**config.mk**
```make
export PLATFORM = sky130hd
export DESIGN_NAME = mips_core
export DESIGN_NICKNAME = d
export VERILOG_FILES = /design/src/mips_pkg.sv /design/src/fetch_unit.sv /design/src/instr_decoder.sv /design/src/reg_file.sv /design/src/alu.sv /design/src/next_pc_unit.sv /design/src/mips_core.sv
export SDC_FILE = /design/constraint.sdc
export NUM_CORES = 2
export LEC_CHECK = 0
export BUFFER_PORTS_ARGS = -buffer_cell sky130_fd_sc_hd__buf_4
export CAP_MARGIN = 30
export CORE_MARGIN = 1
export CORE_UTILIZATION = 29
export CTS_CLUSTER_DIAMETER = 150
export DETAILED_ROUTE_END_ITERATION = 12
export PLACE_DENSITY = 0.55
export SLEW_MARGIN = 20
export SYNTH_ARGS = -nofsm -noshare
export SYNTH_HDL_FRONTEND = slang
export SYNTH_SLANG_ARGS = --single-unit
```
**constraint.sdc**
```tcl
create_clock -name clk -period 7.3 [get_ports clk]
set_clock_uncertainty 0.2 [all_clocks]
set_input_delay 0.73 -clock clk [delete_from_list [all_inputs] [get_ports clk]]
set_output_delay 0.73 -clock clk [all_outputs]
set_load 0.005 [all_outputs]
```
**src/mips_pkg.sv**
```systemverilog
`default_nettype none

package mips_pkg;

    localparam logic [5:0] OP_SPECIAL = 6'h00;
    localparam logic [5:0] OP_REGIMM  = 6'h01;
    localparam logic [5:0] OP_J       = 6'h02;
    localparam logic [5:0] OP_JAL     = 6'h03;
    localparam logic [5:0] OP_BEQ     = 6'h04;
    localparam logic [5:0] OP_BNE     = 6'h05;
    localparam logic [5:0] OP_BLEZ    = 6'h06;
    localparam logic [5:0] OP_BGTZ    = 6'h07;
    localparam logic [5:0] OP_ADDIU   = 6'h09;
    localparam logic [5:0] OP_ORI     = 6'h0d;
    localparam logic [5:0] OP_LUI     = 6'h0f;

    localparam logic [5:0] FN_SLL  = 6'h00;
    localparam logic [5:0] FN_JR   = 6'h08;
    localparam logic [5:0] FN_JALR = 6'h09;
    localparam logic [5:0] FN_ADDU = 6'h21;
    localparam logic [5:0] FN_SUBU = 6'h23;
    localparam logic [5:0] FN_AND  = 6'h24;
    localparam logic [5:0] FN_OR   = 6'h25;
    localparam logic [5:0] FN_XOR  = 6'h26;
    localparam logic [5:0] FN_SLT  = 6'h2a;

    // REGIMM branches are selected by the rt field.
    localparam logic [4:0] RT_BLTZ   = 5'h00;
    localparam logic [4:0] RT_BGEZ   = 5'h01;
    localparam logic [4:0] RT_BLTZAL = 5'h10;
    localparam logic [4:0] RT_BGEZAL = 5'h11;

    typedef struct packed {
        logic        cyc;
        logic        stb;
        logic [31:0] adr;
        logic [3:0]  sel;
    } wb_req_t;

    typedef struct packed {
        logic        ack;
        logic [31:0] dat;
    } wb_rsp_t;

    typedef enum logic [2:0] {
        ALU_ADD, ALU_SUB, ALU_AND, ALU_OR, ALU_XOR, ALU_SLT, ALU_SLL, ALU_LUI
    } alu_op_e;

    typedef enum logic [3:0] {
        BR_NONE, BR_J, BR_JAL, BR_JR, BR_JALR, BR_BEQ, BR_BNE,
        BR_BGEZ, BR_BGEZAL, BR_BGTZ, BR_BLEZ, BR_BLTZ, BR_BLTZAL
    } branch_kind_e;

    typedef struct packed {
        logic [4:0]   rs;
        logic [4:0]   rt;
        logic [4:0]   wr_addr;
        logic [31:0]  imm_ext;
        logic         use_imm;
        alu_op_e      alu_op;
        logic         reg_write;
        branch_kind_e kind;
        logic [25:0]  jump_index;
        logic [4:0]   shamt;
    } ctrl_t;

    typedef struct packed {
        logic        valid;
        logic [31:0] pc;
        logic [31:0] instr;
        logic        wr_en;
        logic [4:0]  wr_addr;
        logic [31:0] wr_data;
        logic [31:0] next_pc;
    } retire_t;

endpackage

`default_nettype wire

```
**src/fetch_unit.sv**
```systemverilog
`timescale 1ns/1ps
`default_nettype none

module fetch_unit (
    input  logic              clk,
    input  logic              rst,
    input  logic              fetch_req,
    input  logic [31:0]       fetch_adr,
    input  mips_pkg::wb_rsp_t wb_rsp,
    output mips_pkg::wb_req_t wb_req,
    output logic [31:0]       instr,
    output logic              instr_valid
);

    logic        busy; // High while a bus cycle is open.
    logic [31:0] adr_q;

    // Classic read cycle, cyc and stb follow the busy state.
    assign wb_req = '{cyc: busy, stb: busy, adr: adr_q, sel: 4'hf};

    always_ff @(posedge clk) begin
        if (rst) begin
            busy        <= 1'b0;
            instr_valid <= 1'b0;
        end else begin
            instr_valid <= 1'b0;
            if (!busy) begin
                if (fetch_req) begin
                    busy <= 1'b1;
                end
            end else if (wb_rsp.ack) begin
                busy        <= 1'b0; // Ends the cycle on this edge.
                instr_valid <= 1'b1;
            end
        end
    end

    // Address and instruction word carry no reset.
    always_ff @(posedge clk) begin
        if (!busy && fetch_req) begin
            adr_q <= fetch_adr;
        end
    end

    always_ff @(posedge clk) begin
        if (busy && wb_rsp.ack) begin
            instr <= wb_rsp.dat;
        end
    end

endmodule

`default_nettype wire

```
**src/instr_decoder.sv**
```systemverilog
`timescale 1ns/1ps
`default_nettype none

module instr_decoder (
    input  logic [31:0]     instr,
    output mips_pkg::ctrl_t ctrl
);

    logic [5:0]  opcode;
    logic [5:0]  funct;
    logic [4:0]  rd;
    logic [15:0] imm;

    assign opcode = instr[31:26];
    assign funct  = instr[5:0];
    assign rd     = instr[15:11];
    assign imm    = instr[15:0];

    always_comb begin
        ctrl            = '0;
        ctrl.rs         = instr[25:21];
        ctrl.rt         = instr[20:16];
        ctrl.imm_ext    = {{16{imm[15]}}, imm}; // Sign extended by default.
        ctrl.alu_op     = mips_pkg::ALU_ADD;
        ctrl.kind       = mips_pkg::BR_NONE;
        ctrl.jump_index = instr[25:0];
        ctrl.shamt      = instr[10:6];
        case (opcode)
            mips_pkg::OP_SPECIAL: begin
                ctrl.wr_addr   = rd;
                ctrl.reg_write = 1'b1;
                case (funct)
                    mips_pkg::FN_ADDU: ctrl.alu_op = mips_pkg::ALU_ADD;
                    mips_pkg::FN_SUBU: ctrl.alu_op = mips_pkg::ALU_SUB;
                    mips_pkg::FN_AND:  ctrl.alu_op = mips_pkg::ALU_AND;
                    mips_pkg::FN_OR:   ctrl.alu_op = mips_pkg::ALU_OR;
                    mips_pkg::FN_XOR:  ctrl.alu_op = mips_pkg::ALU_XOR;
                    mips_pkg::FN_SLT:  ctrl.alu_op = mips_pkg::ALU_SLT;
                    mips_pkg::FN_SLL:  ctrl.alu_op = mips_pkg::ALU_SLL;
                    mips_pkg::FN_JALR: ctrl.kind   = mips_pkg::BR_JALR; // Links into rd.
                    mips_pkg::FN_JR: begin
                        ctrl.kind      = mips_pkg::BR_JR;
                        ctrl.reg_write = 1'b0;
                    end
                    default: ctrl.reg_write = 1'b0;
                endcase
            end
            mips_pkg::OP_REGIMM: begin
                ctrl.wr_addr = 5'd31;
                case (ctrl.rt)
                    mips_pkg::RT_BLTZ: ctrl.kind = mips_pkg::BR_BLTZ;
                    mips_pkg::RT_BGEZ: ctrl.kind = mips_pkg::BR_BGEZ;
                    mips_pkg::RT_BLTZAL: begin
                        ctrl.kind      = mips_pkg::BR_BLTZAL;
                        ctrl.reg_write = 1'b1;
                    end
                    mips_pkg::RT_BGEZAL: begin
                        ctrl.kind      = mips_pkg::BR_BGEZAL;
                        ctrl.reg_write = 1'b1;
                    end
                    default: ctrl.kind = mips_pkg::BR_NONE;
                endcase
            end
            mips_pkg::OP_J: ctrl.kind = mips_pkg::BR_J;
            mips_pkg::OP_JAL: begin
                ctrl.kind      = mips_pkg::BR_JAL;
                ctrl.wr_addr   = 5'd31;
                ctrl.reg_write = 1'b1;
            end
            mips_pkg::OP_BEQ:  ctrl.kind = mips_pkg::BR_BEQ;
            mips_pkg::OP_BNE:  ctrl.kind = mips_pkg::BR_BNE;
            mips_pkg::OP_BLEZ: ctrl.kind = mips_pkg::BR_BLEZ;
            mips_pkg::OP_BGTZ: ctrl.kind = mips_pkg::BR_BGTZ;
            mips_pkg::OP_ADDIU, mips_pkg::OP_ORI, mips_pkg::OP_LUI: begin
                ctrl.wr_addr   = ctrl.rt;
                ctrl.use_imm   = 1'b1;
                ctrl.reg_write = 1'b1;
                if (opcode == mips_pkg::OP_ORI) begin
                    ctrl.imm_ext = {16'h0000, imm};
                    ctrl.alu_op  = mips_pkg::ALU_OR;
                end else if (opcode == mips_pkg::OP_LUI) begin
                    ctrl.imm_ext = {imm, 16'h0000};
                    ctrl.alu_op  = mips_pkg::ALU_LUI;
                end
            end
            default: ctrl.reg_write = 1'b0; // Unknown opcode retires as a no-op.
        endcase
    end

endmodule

`default_nettype wire

```
**src/reg_file.sv**
```systemverilog
`timescale 1ns/1ps
`default_nettype none

module reg_file (
    input  logic        clk,
    input  logic        rst,
    input  logic [4:0]  rs_addr,
    input  logic [4:0]  rt_addr,
    input  logic        wr_en,
    input  logic [4:0]  wr_addr,
    input  logic [31:0] wr_data,
    output logic [31:0] rs_val,
    output logic [31:0] rt_val
);

    logic [31:0] regs [32];

    // Register zero is never written, so it reads zero.
    always_ff @(posedge clk) begin
        if (rst) begin
            for (int i = 0; i < 32; i++) begin
                regs[i] <= '0;
            end
        end else if (wr_en && wr_addr != 5'd0) begin
            regs[wr_addr] <= wr_data;
        end
    end

    assign rs_val = regs[rs_addr];
    assign rt_val = regs[rt_addr];

endmodule

`default_nettype wire

```
**src/alu.sv**
```systemverilog
`timescale 1ns/1ps
`default_nettype none

module alu (
    input  logic [31:0]       a,
    input  logic [31:0]       b,
    input  mips_pkg::alu_op_e op,
    input  logic [4:0]        shamt,
    output logic [31:0]       result
);

    logic [31:0] diff;
    logic        less;

    assign diff = a - b;

    // Signed compare from the subtraction and the operand signs.
    always_comb begin
        if (a[31] != b[31]) begin
            less = a[31];
        end else begin
            less = diff[31];
        end
    end

    always_comb begin
        case (op)
            mips_pkg::ALU_ADD: result = a + b;
            mips_pkg::ALU_SUB: result = diff;
            mips_pkg::ALU_AND: result = a & b;
            mips_pkg::ALU_OR:  result = a | b;
            mips_pkg::ALU_XOR: result = a ^ b;
            mips_pkg::ALU_SLT: result = {31'd0, less};
            mips_pkg::ALU_SLL: result = b << shamt; // Shifts rt, not rs.
            mips_pkg::ALU_LUI: result = b; // Immediate already in the upper half.
            default:           result = '0;
        endcase
    end

endmodule

`default_nettype wire

```
**src/next_pc_unit.sv**
```systemverilog
`timescale 1ns/1ps
`default_nettype none

module next_pc_unit #(
    parameter logic [31:0] RESET_PC = 32'h0000_0000
) (
    input  logic            clk,
    input  logic            rst,
    input  logic            instr_valid,
    input  mips_pkg::ctrl_t ctrl,
    input  logic [31:0]     rs_val,
    input  logic [31:0]     rt_val,
    output logic            fetch_req,
    output logic [31:0]     pc,
    output logic [31:0]     next_pc,
    output logic            execute,
    output logic            link_en,
    output logic [31:0]     link_data
);

    logic        exec_phase; // Low for fetch, high for execute.
    logic [31:0] pc4;
    logic [31:0] br_tgt;
    logic [31:0] jump_tgt;
    logic        br_taken;

    assign pc4      = pc + 32'd4;
    assign br_tgt   = pc4 + {ctrl.imm_ext[29:0], 2'b00};
    assign jump_tgt = {pc4[31:28], ctrl.jump_index, 2'b00};

    // Only place the branch condition is tested.
    always_comb begin
        case (ctrl.kind)
            mips_pkg::BR_BEQ:                       br_taken = rs_val == rt_val;
            mips_pkg::BR_BNE:                       br_taken = rs_val != rt_val;
            mips_pkg::BR_BGEZ, mips_pkg::BR_BGEZAL: br_taken = !rs_val[31];
            mips_pkg::BR_BGTZ:                      br_taken = $signed(rs_val) > 32'sd0;
            mips_pkg::BR_BLEZ:                      br_taken = $signed(rs_val) <= 32'sd0;
            mips_pkg::BR_BLTZ, mips_pkg::BR_BLTZAL: br_taken = rs_val[31];
            default:                                br_taken = 1'b0;
        endcase
    end

    always_comb begin
        case (ctrl.kind)
            mips_pkg::BR_J, mips_pkg::BR_JAL:   next_pc = jump_tgt;
            mips_pkg::BR_JR, mips_pkg::BR_JALR: next_pc = rs_val;
            default:                            next_pc = br_taken ? br_tgt : pc4;
        endcase
    end

    // Linking kinds write pc4 whether or not a branch is taken.
    assign link_en = ctrl.kind inside {mips_pkg::BR_JAL, mips_pkg::BR_JALR,
                                       mips_pkg::BR_BGEZAL, mips_pkg::BR_BLTZAL};
    assign link_data = pc4;

    assign fetch_req = !exec_phase; // One-cycle request per instruction.
    assign execute   = exec_phase && instr_valid;

    always_ff @(posedge clk) begin
        if (rst) begin
            pc         <= RESET_PC;
            exec_phase <= 1'b0;
        end else if (!exec_phase) begin
            exec_phase <= 1'b1;
        end else if (instr_valid) begin
            pc         <= next_pc;
            exec_phase <= 1'b0;
        end
    end

endmodule

`default_nettype wire

```
**src/mips_core.sv**
```systemverilog
`timescale 1ns/1ps
`default_nettype none

module mips_core #(
    parameter logic [31:0] RESET_PC = 32'h0000_0000
) (
    input  logic              clk,
    input  logic              rst,
    input  mips_pkg::wb_rsp_t wb_rsp,
    output mips_pkg::wb_req_t wb_req,
    output mips_pkg::retire_t retire
);

    logic            fetch_req;
    logic [31:0]     pc;
    logic [31:0]     next_pc;
    logic [31:0]     instr;
    logic            instr_valid;
    logic            execute;
    logic            link_en;
    logic [31:0]     link_data;
    mips_pkg::ctrl_t ctrl;
    logic [31:0]     rs_val;
    logic [31:0]     rt_val;
    logic [31:0]     alu_b;
    logic [31:0]     alu_result;
    logic [31:0]     wr_data;
    logic            wr_en;

    assign alu_b   = ctrl.use_imm ? ctrl.imm_ext : rt_val;
    assign wr_data = link_en ? link_data : alu_result;
    assign wr_en   = execute && ctrl.reg_write && ctrl.wr_addr != 5'd0;

    fetch_unit fetch_unit_inst (
        .clk(clk), .rst(rst), .fetch_req(fetch_req), .fetch_adr(pc),
        .wb_rsp(wb_rsp), .wb_req(wb_req), .instr(instr), .instr_valid(instr_valid)
    );

    instr_decoder instr_decoder_inst (.instr(instr), .ctrl(ctrl));

    reg_file reg_file_inst (
        .clk(clk), .rst(rst), .rs_addr(ctrl.rs), .rt_addr(ctrl.rt),
        .wr_en(wr_en), .wr_addr(ctrl.wr_addr), .wr_data(wr_data),
        .rs_val(rs_val), .rt_val(rt_val)
    );

    alu alu_inst (
        .a(rs_val), .b(alu_b), .op(ctrl.alu_op), .shamt(ctrl.shamt), .result(alu_result)
    );

    next_pc_unit #(.RESET_PC(RESET_PC)) next_pc_unit_inst (
        .clk(clk), .rst(rst), .instr_valid(instr_valid), .ctrl(ctrl),
        .rs_val(rs_val), .rt_val(rt_val), .fetch_req(fetch_req), .pc(pc),
        .next_pc(next_pc), .execute(execute), .link_en(link_en), .link_data(link_data)
    );

    always_ff @(posedge clk) begin
        if (rst) begin
            retire.valid <= 1'b0;
        end else begin
            retire.valid <= execute; // One cycle after the execute strobe.
        end
    end

    always_ff @(posedge clk) begin
        if (execute) begin
            retire.pc      <= pc;
            retire.instr   <= instr;
            retire.wr_en   <= wr_en;
            retire.wr_addr <= ctrl.wr_addr;
            retire.wr_data <= wr_data;
            retire.next_pc <= next_pc;
        end
    end

endmodule

`default_nettype wire

```
# Word level (Yosys, flattened, before mapping)
# Memories as Yosys holds them, arrays and structs flattened. A register that Yosys moved wholly into a read port is not among the register bits.
# Index checks and enable logic that the tools add are counted.
# W data, S select, Z words.
# word_totals
ff_bits,234
ram_bits,1024
input_bits,35
wordCells,132
n_memories,1
# memory_table
name,depth,width,read_ports,rd_clocked_by_memory_dff,wr,line,rtl
reg_file_inst.regs,32,32,2,2,32,reg_file.sv:16,logic [31:0] regs [32];
# classes
add_sub_neg,4
n_lt_le_gt_ge,2
n_eq_ne,43
n_shift,1
n_mux,37
n_bitwise,4
reduce_logical,27
# ops
op,count
$pmux W32 S8,1
$mux W32,5
$add A32 B32 Y32,2
$pmux W32 S2,1
$eq A6 B6 Y1 const B,6
$mux W33,1
$add A32 B3 Y32 const B,1
$and A32 B32 Y32,1
$eq A32 B32 Y1,1
$gt A32 B1 Y1 const B,1
$le A32 B1 Y1 const B,1
$ne A32 B32 Y1,1
$or A32 B32 Y32,1
$pmux W4 S8,1
$reduce_or A32 Y1,1
$shl A32 B5 Y32,1
$sub A32 B32 Y32,1
$xor A32 B32 Y32,1
$mux W31,1
$eq A6 B4 Y1 const B,5
$eq A6 B3 Y1 const B,4
$eq A4 B4 Y1 const B,5
$pmux W3 S6,1
$eq A4 B3 Y1 const B,4
other kinds (31),70

# Logic depth before layout (Yosys ltp)
# depth
word_depth,12
depth_mapped,35
depth_no_buf,26

# Hierarchy
# A second synthesis with hierarchy kept.
# hier_totals
hier_cells,6750
area_unflattened_um2,75675.1
# modules_own_cells
mod,n_inst,cells_each,area_each_um2,seq_area_each_um2
reg_file,1,4605,55916.1,30749.5
alu,1,1026,6841.6,0.0
next_pc_unit,1,678,4964.8,660.6
mips_core,1,210,4880.9,4043.9
fetch_unit,1,78,2048.2,1961.9
instr_decoder,1,153,1023.5,0.0

# Worst setup path after synthesis
# OpenSTA, ideal clock, no wires.
# synth_path
path_kind,reg-to-reg
startpoint,register with a tool-made name
endpoint,"memory reg_file_inst.regs[22][31], data pin"
setup_ns,0.255
arrival_time_ns,6.030
required_ns,6.845
slack_ns,0.815
stages_incl_launch_ff,31
n_path_buf,6
path_cell_list,dfxtp_1 > buf_6 > buf_8 > buf_8 > buf_8 > buf_6 > mux4_2 > mux4_2 > nand2_1 > nand3_1 > o21ai_0 > nand3_1 > inv_1 > ha_1 > or3_1 > or2_1 > nor2_1 > inv_1 > nor3_1 > a221oi_2 > o221a_2 > o21bai_1 > a21oi_1 > fa_1 > or3_1 > o21ai_0 > a21oi_1 > o221ai_1 > a221o_1 > clkbuf_1 > and3b_1
# synth_lines
item,line
to (decl),reg_file.sv:16

==> metrics.cfg <==
[die]
dieArea_um2 = 250000
io_pins = 208
die_w_um = 500
num_rows = 182
fp.dieH_um = 500
start_util_pct = 29.2
core_area_um2 = 246000

[route]
via_count = 58800
routedWlPerCell_um = 32.8
drt_iter0_drc = 8582
routed_via_density = 5.79
ant_nets = 0
drt_first_pass_iters = 6
drc_errors = 0
totalWireLength_um = 333000

[clock_network]
cts-buffers-inserted = 142
h-tree-depth = 4
clock_path_buffers = 3
clk_pin_slew_ns = 0.06
cts_tree = yes
clk_latency_ns = 0.85
cts.sinks = 1268
cts_root_buffer = clkbuf_16

[synthesis]
synth_top_family_by_area = multiplexers
ys_seq_area_share_pct = 52.2
ys.flop_type = edfxtp_1
netlist_area_um2 = 72000
synth_compound_area_share_pct = 10.7
synth_edf_count = 1222
muxShareOfSynthArea_pct = 16.4
synth-adder-area-share_pct = 1.88
avgSynthCellArea_um2 = 11.4
yosys_register_bits = 1268
yosysWarnings = 0
synthDistinctLibCells = 114
synth_xor_area_share_pct = 1.98
synth-simple-area-share_pct = 12.1
synthCells = 6331
async_reset_ff_share_pct = 0

[grt]
grt_pass1_vias = 56800
grt_usage_pct = 25.7
grt-ovfl-total = 0
grt_max_degree = 79
grt_pass1_wl_um = 452000
antenna_found_initial = 16

[worst_hold_path]
min_from = next_pc_unit_inst.pc[25]$_SDFFE_PP0P_
holdCritPathClass = flip-flop to flip-flop
min_path_cells = 0
whs_endpoint = retire[127]$_DFFE_PP_

[critical_path]
worstPathCellList = buf_4 > nand2b_2 > buf_4 > a21oi_1 > nor4_2 > buf_4 > a22oi_1 > buf_4 > ha_1 > nand4_1 > o31ai_1 > a21oi_1 > buf_4 > or4_1 > a21oi_1 > o41ai_2 > o21ai_0 > xnor2_1 > a221oi_2 > a21oi_2 > a21oi_4 > buf_12 > nor2_1
crit_path_end_kind = flip-flop
critPathMaxStageDelay_ns = 0.67
r2r-end = reg_file_inst.regs[1][30]$_SDFFCE_PN0P_
crit_path_frequent_cell = buf_4
criticalPathCategory = flip-flop to flip-flop
cp_max_fo = 32
rr_worst_depth = 23
startpoint_type = flip-flop
regToRegSetupSlack_ns = 0.01
required_ns = 7.67
cpMaxStageDelayCell = or4_1
worst_ep_arrival_time_ns = 7.65

[sta]
max_freq_mhz = 137
slew_headroom_pct = 28.5
slew_viol_final = 0
fin_tns_setup_ns = 0
fin_crit_sh_pct = 99.8
period_minus_slack_ns = 7.29
rsz0062_at_grt = false
hold_viol = 0
tightest_slew_ns = 1.06
finalSetupViolations = 0

[pwr]
p_switching_mw = 7.63
power_mw = 21.8
intPower_mw = 14.1
clkPwrFrac_pct = 33.4
p_seq_share_pct = 38.7
vdd_drop_max_mv = 0.240
power.density_nw_per_um2 = 256
combPwrFrac_pct = 28.0
sw_frac_of_total_pct = 35.0
p_leak_nw = 33.2

[placement]
io_buffers = 203
gp_congestion = 0.980
dpl.hpwl_um = 225000

[flow_run]
cap_violations = 0

[finish]
synthToLayoutAreaGrowth_pct = 18.2
drive_gt1_share_pct = 19.5
layout.nets = 6850

[run_status]
status = finished clean

-- placed cells by master, fill, tap and decap left out, types with 30 or more instances in the layout --
cell type and instances:
nand4_1 59, dfxtp_1 40, mux4_2 167, nor2_1 1142
conb_1 36, buf_4 653, mux2i_1 763, clkbuf_1 42
o21ai_1 38, dlygate4sd3_1 32, a22oi_1 369, xor2_1 50
nor2_2 33, ha_1 97, nand3_1 123, edfxtp_1 1222
and3b_1 30, mux2_2 33, o21ai_0 107, a21oi_1 335
buf_12 53, nor3_1 47, inv_1 134, nand2_2 63
clkbuf_16 146, nand2_1 279, xnor2_1 107
-- synth_stat cells (14+ instances only) --
master,number,share of area (%)
buf_1,21,0.11
mux2_2,33,0.52
nand3_1,123,0.85
o21ai_1,45,0.31
o21ai_0,108,0.75
a221o_1,20,0.28
buf_4,51,0.53
nor2b_1,25,0.22
nor3_1,50,0.35
mux2i_1,764,11
nand2_1,342,1.8
a31oi_1,15,0.13
xor2_1,50,0.61
inv_2,14,0.073
clkbuf_1,272,1.4
nand2b_1,31,0.27
a211oi_1,17,0.18
a221oi_1,25,0.30
xnor2_1,107,1.3
a21o_1,22,0.23
and3b_1,31,0.38
o22ai_1,15,0.13
o211ai_1,14,0.15
nor2_1,1149,6.0
inv_1,135,0.70
nor4_1,28,0.24
ha_1,97,1.7
a21oi_1,338,2.3
edfxtp_1,1222,51
buf_6,39,0.61
a22oi_1,373,3.9
nand4_1,59,0.51
buf_2,149,1.0
dfxtp_1,46,1.3
nor4_2,15,0.26
nor2_2,30,0.26
and2_1,24,0.21
mux4_2,167,5.2
-- flip-flops by register name, summed over array words and instances, names as in the netlist, named ones only --
register,flops
fetch_unit_inst.instr_valid,1
retire,135
next_pc_unit_inst.pc,32
fetch_unit_inst.busy,1
next_pc_unit_inst.exec_phase,1
fetch_unit_inst.instr,32
reg_file_inst.regs,1024
fetch_unit_inst.adr_q,32
-- final cells by class --
cell class	count	area, um^2
Sequential cell	1268	37600
Clock buffer	191	3840
Timing Repair Buffer	749	6510
Inverter	150	571
Fill cell	24500	161000
Clock inverter	68	790
Tap cell	3312	4140
Multi-Input combinational cell	4405	31600
Antenna cell	5	12.5
-- repair_timing --
| action | 4_1_cts | 5_1_grt |
|---|---|---|
| hold buffers | 32 | 0 |
| setup endpoints to repair | 0 | 152 |
| endpoints found under the hold margin | 33 | 0 |
| resized for setup | 0 | 8 |
| buffers inserted | 0 | 7 |
-- how the worst max path moves through the flow --
stage	start	slack, ns	cells after the start	to
detailed placement	flip-flop	0.06	28	reg_file_inst.regs[1][30]$_SDFFCE_PN0P_
finish	flip-flop	0.01	23	reg_file_inst.regs[1][30]$_SDFFCE_PN0P_
CTS	flip-flop	0.06	28	reg_file_inst.regs[1][30]$_SDFFCE_PN0P_
global placement	flip-flop	0.15	28	reg_file_inst.regs[1][30]$_SDFFCE_PN0P_
global route	flip-flop	0.005	23	reg_file_inst.regs[1][30]$_SDFFCE_PN0P_
floorplan	flip-flop	0.81	30	reg_file_inst.regs[22][31]$_SDFFCE_PN0P_
-- power by group through the flow --
stage	logic (mW)	clock network, mW	registers, mW
global route	6.28	7.57	8.43
floorplan	3.26	0	8.48
detailed placement	5.85	0	8.56
finish	6.09	7.26	8.41
global placement	5.86	0	8.55
CTS	5.88	7.30	8.41
-- critical path, delay by kind of cell, from the launching register on --
kind | cells | cell delay (ns)
simple gates | 5 | 2.12
compound gates | 10 | 1.99
buf+inv | 6 | 1.56
flops | 1 | 0.62
fa+ha+maj | 1 | 0.37
xor+xnor | 1 | 0.11
-- layer usage --
layer  track usage (%)  part of all wire [%]  wire length, um
met5                 0                 0.026               87
met4              13.9                   6.1            20400
met3              6.97                    11            38100
met2              39.3                    44           146000
met1              32.8                    39           128000
-- cell families after synthesis --
| group | after synthesis |
|---|---|
| multiplexers | 966 |
| AND/OR/NAND/NOR | 1984 |
| AO/OA/AOI/OAI | 1149 |
| flip-flops | 1268 |
| adder cells (fa/ha/maj) | 109 |
| XOR/XNOR | 160 |
| other | 2 |
| buffers and inverters | 693 |
-- metrics by stage --
stage | std cells | util, % | cell area [um^2] | hold slack, ns | worst slack, ns
after CTS | 10100 | 34.5 | 84900 | 0.345 | 0.0645
after global placement | 9832 | 32.4 | 79900 | 0.329 | 0.147
final | 10100 | 34.6 | 85100 | 0.344 | 0.0112
after global routing | 10100 | 34.5 | 85100 | 0.354 | 0.00498
after floorplan | 6365 | - | 72200 | 0.220 | 0.815
after detailed placement | 9837 | 32.5 | 80000 | 0.337 | 0.0562
No activity file was read; power rests on OpenSTA's default activity.
